`config.mk`:
```
export PLATFORM = sky130hd
export DESIGN_NAME = instr_decoder
export DESIGN_NICKNAME = d
export VERILOG_FILES = /design/src/hw/ooo_pkg.sv /design/src/hw/instr_decoder.sv
export SDC_FILE = /design/constraint.sdc
export NUM_CORES = 1
export LEC_CHECK = 0
export BUFFER_PORTS_ARGS = -buffer_cell sky130_fd_sc_hd__buf_2
export CAP_MARGIN = 20
export CORE_ASPECT_RATIO = 0.6
export CORE_MARGIN = 2
export CORE_UTILIZATION = 25
export DETAILED_ROUTE_END_ITERATION = 10
export GPL_ROUTABILITY_DRIVEN = 0
export GPL_TIMING_DRIVEN = 0
export MAX_ROUTING_LAYER = met4
export PLACE_DENSITY = 0.75
export SLEW_MARGIN = 20
export SYNTH_ARGS = -nofsm -noshare
export SYNTH_HDL_FRONTEND = slang
export SYNTH_SLANG_ARGS = --single-unit
```
`constraint.sdc`:
```
create_clock -name vclk -period 1.88
set_clock_uncertainty 0.2 [all_clocks]
set_input_delay 0.094 -clock vclk [all_inputs]
set_output_delay 0.094 -clock vclk [all_outputs]
set_load 0.005 [all_outputs]
```
`src/hw/ooo_pkg.sv`:
```
`default_nettype none

package ooo_pkg;

	typedef enum logic [5:0] {
		OP_NOP  = 6'd0,
		OP_ADD  = 6'd1,
		OP_SUB  = 6'd2,
		OP_AND  = 6'd3,
		OP_OR   = 6'd4,
		OP_ADDI = 6'd5,
		OP_MUL  = 6'd6,
		OP_J    = 6'd7,
		OP_HALT = 6'd8
	} opcode_t;

	typedef logic [4:0]  reg_addr_t;
	typedef logic [31:0] word_t;
	typedef logic [13:0] pc_t;
	typedef logic [12:0] bundle_addr_t;
	typedef logic [15:0] imm_t;

	// result latencies in cycles after issue
	localparam int LAT_ALU    = 1;
	localparam int LAT_MUL    = 3;
	localparam int LAT_MASK_W = 4;

	// instruction field positions
	localparam int OPC_MSB = 31;
	localparam int OPC_LSB = 26;
	localparam int RD_MSB  = 25;
	localparam int RD_LSB  = 21;
	localparam int RS_MSB  = 20;
	localparam int RS_LSB  = 16;
	localparam int RT_MSB  = 15;
	localparam int RT_LSB  = 11;
	localparam int IMM_MSB = 15;
	localparam int IMM_LSB = 0;

endpackage

`default_nettype wire

```
`src/hw/instr_decoder.sv`:
```
`timescale 1ns/1ps
`default_nettype none

module instr_decoder (
	input  wire ooo_pkg::word_t  i_instr0,
	input  wire ooo_pkg::word_t  i_instr1,
	input  wire                  i_en0,
	input  wire                  i_en1,
	output ooo_pkg::opcode_t     o_op0,
	output ooo_pkg::opcode_t     o_op1,
	output ooo_pkg::reg_addr_t   o_rd0,
	output ooo_pkg::reg_addr_t   o_rs0,
	output ooo_pkg::reg_addr_t   o_rt0,
	output ooo_pkg::reg_addr_t   o_rd1,
	output ooo_pkg::reg_addr_t   o_rs1,
	output ooo_pkg::reg_addr_t   o_rt1,
	output ooo_pkg::imm_t        o_imm0,
	output ooo_pkg::imm_t        o_imm1,
	output logic                 o_is_mul0,
	output logic                 o_is_mul1,
	output logic                 o_vld0,
	output logic                 o_vld1,
	output logic                 o_jump,
	output ooo_pkg::pc_t         o_target
);
	import ooo_pkg::*;

	logic live0, live1;
	logic jmp0, jmp1;

	// unused register fields read back as r0
	function automatic void dec_slot(input word_t instr, input logic en,
			output opcode_t op, output reg_addr_t rd, output reg_addr_t rs,
			output reg_addr_t rt, output imm_t imm, output logic is_mul,
			output logic live, output logic jmp);
		op = opcode_t'(instr[OPC_MSB:OPC_LSB]);
		if (op > OP_HALT)
			op = OP_NOP;
		rd = instr[RD_MSB:RD_LSB];
		rs = instr[RS_MSB:RS_LSB];
		rt = instr[RT_MSB:RT_LSB];
		imm = instr[IMM_MSB:IMM_LSB];
		if (op == OP_ADDI)
			rt = '0;
		if (op == OP_NOP || op == OP_J || op == OP_HALT) begin
			rd = '0;
			rs = '0;
			rt = '0;
		end
		is_mul = (op == OP_MUL);
		jmp = en && (op == OP_J);
		// nops and jumps never occupy the window
		live = en && (op != OP_NOP) && (op != OP_J);
	endfunction

	always_comb begin
		dec_slot(i_instr0, i_en0, o_op0, o_rd0, o_rs0, o_rt0, o_imm0, o_is_mul0, live0, jmp0);
		dec_slot(i_instr1, i_en1, o_op1, o_rd1, o_rs1, o_rt1, o_imm1, o_is_mul1, live1, jmp1);
	end

	// slot 1 is dead behind a taken slot 0 jump
	assign o_vld0   = live0;
	assign o_vld1   = live1 && !jmp0;
	assign o_jump   = jmp0 || jmp1;
	assign o_target = jmp0 ? o_imm0[13:0] : o_imm1[13:0];

endmodule

`default_nettype wire

```
==> summary.md, run 1 <==
Full die area: 4250 um^2. The Yosys step of the flow raised 0 warnings. The mean instance size in the synthesized netlist is 7.91 um^2, and the count of antenna-violating nets left after detailed routing is 0.

The number of buffers and inverters on the critical path is 4. The signal on the critical path passes through buf_2 > nor4b_4 > and4_1 > buf_6 > buf_12 > mux2_4 > buf_2. For the pin with the worst max-slew slack, the measured transition is 0.552 ns.

At the worst endpoint, the arrival time is 1.47 ns. The first global-routing pass estimated 4860 um of wire. The tools report the number of distinct library cell variants in the gate-level netlist after synthesis as 27. The clock period minus worst slack came out at 1.76 ns. The final cell count without fillers was 323. The fraction of synthesized cell area in xor and xnor cells was 0.00938.

The placed instances occupy a cell area of 1780 um^2. The post-synthesis mux area share is 0.201. The hold violation total from the final report is 0, and the share of final-layout standard cells stronger than drive strength 1 is 0.775. The vias after detailed routing was 1324; the total core area was 3620 um^2. For the final routed database, the setup TNS stands at 0 ns.

The number of slew-limit violations in the final report was 0. In this run the most critical hold path is launched from i_instr0[15]. The number of remaining DRC errors was 0; the violation count after the first detailed-routing iteration was 13.

The largest single stage delay on the critical path is 0.29 ns. There are 0 flip-flops and latches. The tool flagged a number of max-cap violations equal to 0.

The library cells used most frequently in the layout, excluding fill and tap cells, are 155 x buf_2, 36 x buf_4, 34 x and2_1. From synthesis to final layout, the design area changed by 91.7%. Summed over all cells, the static leakage comes to 1.15 nW. The tools report the core utilization of the finished layout as 0.495.

The flow ran to the end, and the final reports show no timing, DRC or antenna violations. Total power density per cell area: 162 nW/um^2. By area, the combinational part of the netlist is dominated by simple AND/OR/NAND/NOR gates.

Setup repair after global routing left no endpoint under its margin. Netlist area before placement: 933 um^2. For this design, the slowest cell found on the critical path is nor4b_4. The sequential element share of the synthesized area was 0; the data required time of the worst path was 1.59 ns. The tools report the start point of the critical path as i_instr0[31].

The layout filler cell count is 380, and the starting utilization of the core area is 0.258. The mean routed wirelength per cell is 9.98 um, and the largest fanout of any net on the critical path is 10. The repair_antennas step left the layout with diodes totalling 0. The clock buffer count in the final layout was 0; the largest net degree at the start of global routing was 11. VDD sags by at most 96.9 uV. The number of antenna violations at the first check in global routing was 0. Measured along the x axis, the die boundary spans 82.9 um. During I/O placement, the number of pins put on the boundary was 159. The basic-gate share of the synthesized area counting and, or, nand and nor cells was 0.418; the synthesized-area fraction occupied by ao, oa, aoi and oai cells was 0.0442. Port buffering added 155 buffers. Using the TritonRoute via totals, the vias-per-cell ratio works out to 4.10. The worst slew margin relative to its limit came out at 0.629. The tools report the type of element capturing the critical path as a primary output. The logs give 1104 for the via count of the first global-routing pass and 0 for the residual overflow from global routing. After layout, the design draws a total of 289 uW. The arithmetic-cell share of the synthesized area counting full adders, half adders and majority gates is 0, and the first-pass iteration count of the detailed router is 3.

The tools report the half-perimeter wire length after placement as 2860 um. The share of the clock period used by the worst path came out at 0.937. The all-layer global routing usage came out at 0.133.

The number of placed instances, taps included, is 323. The setup path with the least slack is of type in -> out. Derived from the worst setup path, the maximum achievable clock frequency is 568 MHz. The min-delay analysis places its worst path in the category in -> out. Leaving out fill and tap cells, the most frequent cell in the layout is buf_2. The run gives 1790 um^2 as the finished layout cell area. The worst setup path is launched from an input port.

Counting every instance in the synthesized netlist gives 118. The run gives 0 um^2 as the sequential cell area. From bottom edge to top edge, the die measures 51.3 um. Setup violations remaining at the end of the flow were counted as 0. Wires add up to 3220 um. Among the stages of the critical path, the cell type that occurs most often is buf_2.

In this run the core area contains 17 standard-cell rows. The final net count was 344; the count of hold-fix buffers inserted at cts was 0. In this design, the largest share of critical-path delay is due to buffers and inverters.
-- where the power goes --
part / internal, mW / leakage (nW) / switching [mW] / total, mW
combinational: 0.179 / 1.15 / 0.110 / 0.289
clock: 0 / 0 / 0 / 0
sequential: 0 / 0 / 0 / 0
total: 0.179 / 1.15 / 0.110 / 0.289
-- kinds of logic (layout without fill, tap and decap cells) --
kind of cell,count (synthesis),count (layout)
mux,14,14
xor+xnor,1,1
other cells,1,4
buf+inv,38,193
compound gates,6,6
simple gates,58,58
-- synthesized netlist by cell type --
master / count / area share
and2_1: 34 / 0.23
and3_1: 4 / 0.027
nand4_1: 1 / 0.0067
mux2_4: 8 / 0.13
nor4_1: 1 / 0.0067
nand2_1: 1 / 0.0040
nor3_1: 4 / 0.021
o21ai_0: 1 / 0.0054
nor2_1: 2 / 0.0080
or4_1: 1 / 0.0080
mux2_2: 6 / 0.072
nor3_2: 2 / 0.021
a211oi_1: 2 / 0.016
buf_4: 36 / 0.29
and4_1: 1 / 0.0094
conb_1: 1 / 0.0040
a21o_1: 1 / 0.0080
or3_1: 2 / 0.013
nor4b_1: 2 / 0.019
nor4b_4: 1 / 0.025
and3b_2: 1 / 0.011
buf_12: 1 / 0.021
a21o_2: 1 / 0.0094
buf_6: 1 / 0.012
xor2_1: 1 / 0.0094
a21oi_1: 1 / 0.0054
and3b_1: 1 / 0.0094
-- path summary, 6_finish.rpt --
check	endpoint	slack [ns]	cells after the start
worst min-delay path	o_imm0[15]	0.25	3
worst max-delay path	o_target[10]	0.12	7
-- routing by layer --
layer	up-vias	routed length, um	part of all wire	GRT usage
met1	570	1320	0.41	0.175
li1	682	-	-	-
met4	0	0	0	0
met3	0	340	0.11	0.0178
met2	72	1560	0.48	0.235
met5	-	0	0	-
-- layout make-up --
class / instances / area (um^2) / share of cell area
buffer: 38 / 302 / 0.169
multi-input combinational: 83 / 653 / 0.365
tap: 47 / 58.8 / 0.0329
timing repair buffer: 155 / 776 / 0.434
-- what timing repair did --
| item | 4_1_cts | 5_1_grt |
|---|---|---|
| setup buffers | 0 | 0 |
| endpoints found under the setup margin | 5 | 5 |
| gates resized for setup | 1 | 1 |
-- metrics by stage --
step / hold WS (ns) / worst slack [ns]
2_1_floorplan: 0.0118 / 0.409
4_1_cts: 0.254 / 0.0609
5_1_grt: 0.267 / 0.0339
3_3_place_gp: 0.249 / 0.0171
6_report: 0.251 / 0.119
3_5_place_dp: 0.254 / -0.0298
Power figures use the tool's default switching activity.
==> inputs of run 2 (changes only) <==
Settings changed: PLACE_DENSITY 0.75 to 0.78.
Clock period 1.88 ns to 1.47 ns, I/O delays scaled along.
==> run 2 against run 1 <==
Compared with the run above: count of clock-buffer cells in the layout unchanged; via count rose by 3.2%; largest cell class unchanged; critical path type unchanged; die area did not move; global-route usage up 2.3 points; flip-flop and latch count stayed put; worst hold slack worse by 0.060 ns; wire length up 16%; non-clock buffer count is 5 higher; critical endpoint is now o_target[8]; final area is 16% higher; sequential share of layout area stayed put; the flow now finishes with violations (negative setup slack).
==> summary.md, run 2 (synthesis results as in run 1) <==
The layout filler cell count was 321 (-16%). The final reports fail on negative setup slack. The run gives 0 (unchanged) as the number of remaining DRC errors.

The total power density per cell area was 214 nW/um^2 (+32%); the standby leakage power was 1.26 nW (+9.5%). The part of the power in the clock network was 0 (unchanged). For the highest attainable clock frequency, the log shows 601 MHz. The hold violation total from the final report is 0 (unchanged). The switching portion of total power came out at 0.376 (-0.00514).

The total power of the final layout was 444 uW (+53%); the worst slew margin relative to its limit was 0.607 (-0.0223). The transition time at the pin with the least slew margin is 0.586 ns (+0.0345 ns). The end point of the most critical hold path was o_op1[2].

Counting I/O delays and the setup requirement, the final critical path takes 1.66 ns. The tools report the worst hold slack after final layout as 0.191 ns (-0.0599 ns). Start point of the critical path: i_instr0[30]. The data required time of the worst path was 1.20 ns (-0.39 ns); the share of final-layout standard cells stronger than drive strength 1 was 0.795 (+0.0197). Worst ir drop on vdd: 135 uV (+39%). Starting utilization of the core area: 0.258 (unchanged). STA classifies the critical path startpoint as an input port. The tools report the number of violations of the max-capacitance limit as 0 (unchanged). Compared with the post-synthesis result, the final layout area differs by 122%. The reported net switching power is 167 uW (+51%).

The number of slew-limit violations in the final report came out at 0 (unchanged). The flow ran to the end, but the final reports show violations. The full die area came out at 4250 um^2 (unchanged).

Multi-input logic area: 757 um^2 (+16%). Largest net degree at the start of global routing: 11 (unchanged). The residual overflow from global routing was 0 (unchanged); the core utilization of the finished layout was 0.573 (+0.0785). Die height: 51.3 um (unchanged). The first-pass iteration count of the detailed router came out at 4 (+1).

The tools report the type of element capturing the critical path as a primary output. The run gives 0 (unchanged) as the clock buffer count in the final layout. The sequential group share of total power came out at 0 (unchanged). The leading cell type in the layout, fill and taps excluded was buf_2. The global-route wire length before repair is 5600 um (+15%). The count of hold-fix buffers inserted at cts came out at 0 (unchanged). The arrival time at the worst endpoint is 1.39 ns (-0.08 ns). The path class of the tightest hold or removal check is in -> out. The tools report the hold path startpoint as i_instr1[31].

The sequential cell area came out at 0 um^2 (unchanged). The mean routed wirelength per cell was 11.3 um (+13%); the number of sequential cells was 0 (unchanged). The top cell types in the final layout, fill and taps aside, are 136 x buf_2, 40 x buf_4, 34 x and2_1. The tools report the total core area as 3620 um^2 (unchanged). Share of the clock period used by the worst path: 1.13. The die outline width is 82.9 um (unchanged), and the half-perimeter wire length after placement is 3020 um (+5.8%). The tools report the internal power contribution as 277 uW (+55%). The worst setup slack before clock tree synthesis was -0.396 ns (-0.366 ns); the count of antenna-violating nets left after detailed routing was 0 (unchanged). The final net count is 351 (+2.0%), and the combinational power share is 1.000 (about the same). The largest fanout of any net on the critical path was 9 (-1); the total routed wirelength was 3730 um (+16%). The number of top-level pins was 159 (unchanged); the number of antenna violations at the first check in global routing was 0 (unchanged). The count of antenna diodes in the layout was 0 (unchanged); the count of input and output buffers was 155 (unchanged). The worst setup path is of the in -> out kind. The vias after detailed routing is 1366 (+3.2%), and the violation count after the first detailed-routing iteration is 11 (-2).

The final worst slack was -0.194 ns (-0.313 ns). The finished layout cell area is 2070 um^2 (+16%), and the worst hold path stage count is 3 (unchanged). The run gives 1780 um^2 (unchanged) as the post-detailed-placement cell area. The all-layer global routing usage was 0.156 (+0.0229). The total negative slack for setup checks came out at -3.13 ns (-3.13 ns). Setup repair after global routing could not meet its margin everywhere. The via-per-instance ratio is 4.14 (+0.98%).

The final count of negative-setup-slack endpoints was 31 (+31). The tools report the via count of the first global-routing pass as 1277 (+16%). The logs give 330 (+2.2%) for the final cell count without fillers and 17 (unchanged) for the site row count.

Number of placed cells counting well taps: 323 (unchanged).
run 2: worst max-delay path by stage:
stage          slack (ns)      endpoint
2_1_floorplan        0.04  o_target[10]
3_3_place_gp        -0.34      o_rt0[3]
3_5_place_dp        -0.40      o_rt0[2]
4_1_cts             -0.19  o_target[12]
5_1_grt             -0.25   o_target[9]
6_report            -0.19   o_target[8]
run 2: timing repair:
action | 4_1_cts | 5_1_grt
endpoints found under the hold margin | 0 | 0
pin swaps | 8 | 6
gates cloned | 0 | 2
endpoints found under the setup margin | 46 | 46
resized for setup | 40 | 7
buffers inserted | 4 | 1
run 2: layout make-up:
type / instances / share of cell area
repair buffers: 160 / 0.461
multi-input cells: 85 / 0.365
plain buffers: 38 / 0.145
well taps: 47 / 0.0284
run 2: power groups by stage:
| stage | Sequential (mW) | Combinational [mW] | Clock [mW] |
|---|---|---|---|
| after floorplan | 0 | 0.161 | 0 |
| after global placement | 0 | 0.365 | 0 |
| after detailed placement | 0 | 0.371 | 0 |
| after CTS | 0 | 0.430 | 0 |
| after global routing | 0 | 0.481 | 0 |
| final | 0 | 0.444 | 0 |
run 2: critical path, stage by stage:
cell and delay (ns):
buf_8 0.10, nor4b_4 0.27, and4_1 0.24, buf_6 0.13, buf_12 0.14, mux2_4 0.30
buf_6 0.12
run 2: layer usage:
layer  global-route usage  share of wire
met3               0.0275          0.095
met5                    -              0
met2                0.294           0.50
met1                0.186           0.40
met4              0.00546         0.0043
==> inputs of run 3 (changes only) <==
Settings changed: BUFFER_PORTS_ARGS -buffer_cell sky130_fd_sc_hd__buf_2 to -buffer_cell sky130_fd_sc_hd__buf_4, PLACE_DENSITY 0.78 to 0.76.
==> run 3 against run 2 <==
Compared with the run above: the run still ends with negative setup slack left; critical path depth is the same; flip-flop and latch count is the same; first-iteration DRC count grew 55%; worst hold slack gained 0.0097 ns; final area grew 18%; worst setup slack lost 0.0048 ns; global-route usage grew 0.46 points; critical path type unchanged; non-clock buffer count grew 3; die area is the same; count of clock-buffer cells in the layout is the same; combinational power grew 20%; final cell count grew 0.61%.
==> summary.md, run 3 (synthesis results as in run 1) <==
Standby leakage power: 1.35 nW (+7.4%). In the layout the commonest cells are 180 x buf_4, 34 x and2_1, 16 x buf_6. The largest fanout of any net on the critical path works out to 5 (-4).

Walking the worst path, the cells encountered are buf_8 > nor4b_4 > and4_1 > buf_6 > clkbuf_16 > mux2_4 > buf_6. The highest attainable clock frequency came out at 599 MHz (-0.29%). The tools report the all-layer global routing usage as 0.161 (+0.00458). The number of antenna violations at the first check in global routing was 0 (unchanged). The tools report the final count of negative-setup-slack endpoints as 21 (-32%). Critical path startpoint category: an input port.

The share of the clock period used by the worst path was 1.13 (+0.00324). The run gives 1385 (+1.4%) as the vias after detailed routing. Kind of critical path: in -> out. The cell that appears most often on the critical path is buf_6. The final reports fail on negative setup slack.

The cell type of the slowest stage on the worst timing path was nor4b_4. The via-per-instance ratio works out to 4.17 (+0.78%). For the wire length on met1, the log shows 1630 um (+9.4%).

The run gives 0 um^2 (unchanged) as the sequential cell area. Compared with the post-synthesis result, the final layout area differs by 162%. The cell family with the largest share of critical-path delay was simple AND/OR/NAND/NOR gates. Largest net degree at the start of global routing: 11 (unchanged).

The tools report the type of element capturing the critical path as a primary output. The global-route wire length before repair came out at 5660 um (+1.2%). The via count of the first global-routing pass was 1220 (-4.5%); the combined buffer and inverter count along the critical path was 4 (unchanged).

Number of top-level pins: 159 (unchanged). The data required time of the worst path came out at 1.20 ns (about the same). The number of placed cells counting well taps is 323 (unchanged).

Count of antenna-violating nets left after detailed routing: 0 (unchanged). The starting utilization of the core area was 0.258 (unchanged); the total routed wirelength was 4000 um (+7.3%). Count of antenna diodes in the layout: 0 (unchanged). The worst ir drop on vdd was 135 uV (about the same). The number of slew-limit violations in the final report is 0 (unchanged).

In this run the top signal layer used is met3. For the final net count, the log shows 353 (+0.57%). The violation count after the first detailed-routing iteration was 17 (+6); the count of input and output buffers was 155 (unchanged).

The tools report the total power of the final layout as 532 uW (+20%). The number of remaining DRC errors is 0 (unchanged). Tracing the worst setup path back leads to its startpoint at i_instr0[30]. Leaving out fill and tap cells, the most frequent cell in the layout is buf_4. The residual overflow from global routing came out at 0 (unchanged). The clock buffer count in the final layout was 0 (unchanged); the die height was 51.3 um (unchanged). Setup repair after global routing could not meet its margin everywhere. The type of the tightest min-delay check is in -> out. The full die area is 4250 um^2 (unchanged). The post-detailed-placement cell area is 2170 um^2 (+22%).

The share of final-layout standard cells stronger than drive strength 1 came out at 0.796 (+0.00144). The logs give 0 (unchanged) for the number of sequential cells and -0.198 ns (-0.00476 ns) for the final worst slack. For the sum of met3 wire segment lengths after detailed routing, the log shows 313 um (-12%). The hold violation total from the final report is 0 (unchanged), and the mean routed wirelength per cell is 12.0 um (+6.6%). The half-perimeter wire length after placement is 3150 um (+4.2%). The final cell count without fillers was 332 (+0.61%); the clock period minus worst slack was 1.67 ns (+0.00476 ns).

The total core area came out at 3620 um^2 (unchanged). The arrival time at the worst endpoint is 1.39 ns (about the same), and the maximum cell stage delay along the critical path is 0.29 ns (about the same). The first-pass iteration count of the detailed router was 4 (unchanged); the total length of routed met2 wires was 2050 um (+10%). The tools report the number of violations of the max-capacitance limit as 0 (unchanged). Die outline width: 82.9 um (unchanged). The finished layout cell area was 2450 um^2 (+18%); the site row count was 17 (unchanged). The worst hold path begins at i_instr1[30]. Count of hold-fix buffers inserted at cts: 0 (unchanged). The total power density per cell area was 217 nW/um^2 (+1.5%). The flow ran to the end, but the final reports show violations.
-- run 3: cell types whose count changed in the layout (fill, tap and decap cells not counted), sizes merged --
cell | previous run | this run
clkbuf | 0 | 1
nor3 | 8 | 7
buf | 198 | 200
-- run 3: power breakdown --
part | leakage [nW] | internal [mW] | switching [mW]
logic | 1.35 | 0.360 | 0.171
registers | 0 | 0 | 0
clock network | 0 | 0 | 0
total | 1.35 | 0.360 | 0.171
-- run 3: metrics by stage --
stage | setup TNS (ns) | worst slack, ns | util | hold WS, ns
3_3_place_gp | -8.12 | -0.344 | 0.599 | 0.203
4_1_cts | -2.17 | -0.159 | 0.660 | 0.199
2_1_floorplan | 0 | 0.0401 | - | -0.0292
6_report | -2.90 | -0.198 | 0.677 | 0.200
5_1_grt | -4.37 | -0.239 | 0.677 | 0.209
3_5_place_dp | -8.37 | -0.351 | 0.599 | 0.209
-- run 3: routing by layer --
metal,track usage,vias to the layer above
met5,-,-
li1,-,703
met1,0.193,615
met4,0,0
met2,0.309,67
met3,0.0226,0
-- run 3: worst paths after layout --
kind / to / slack [ns] / cells after the start
max: o_target[6] / -0.20 / 7
min: o_op1[2] / 0.20 / 3
-- run 3: what timing repair did --
action | 4_1_cts | 5_1_grt
setup endpoints to repair | 46 | 46
gates resized for setup | 36 | 3
buffers inserted | 6 | 1
cloned | 0 | 2
endpoints found under the hold margin | 0 | 0
pin swaps | 8 | 3
-- run 3: final cells by class --
cell class | instances | area, um^2
buffer | 38 | 302
fill | 311 | 1170
multi-input combinational | 84 | 762
tap | 47 | 58.8
timing repair buffer | 163 | 1330
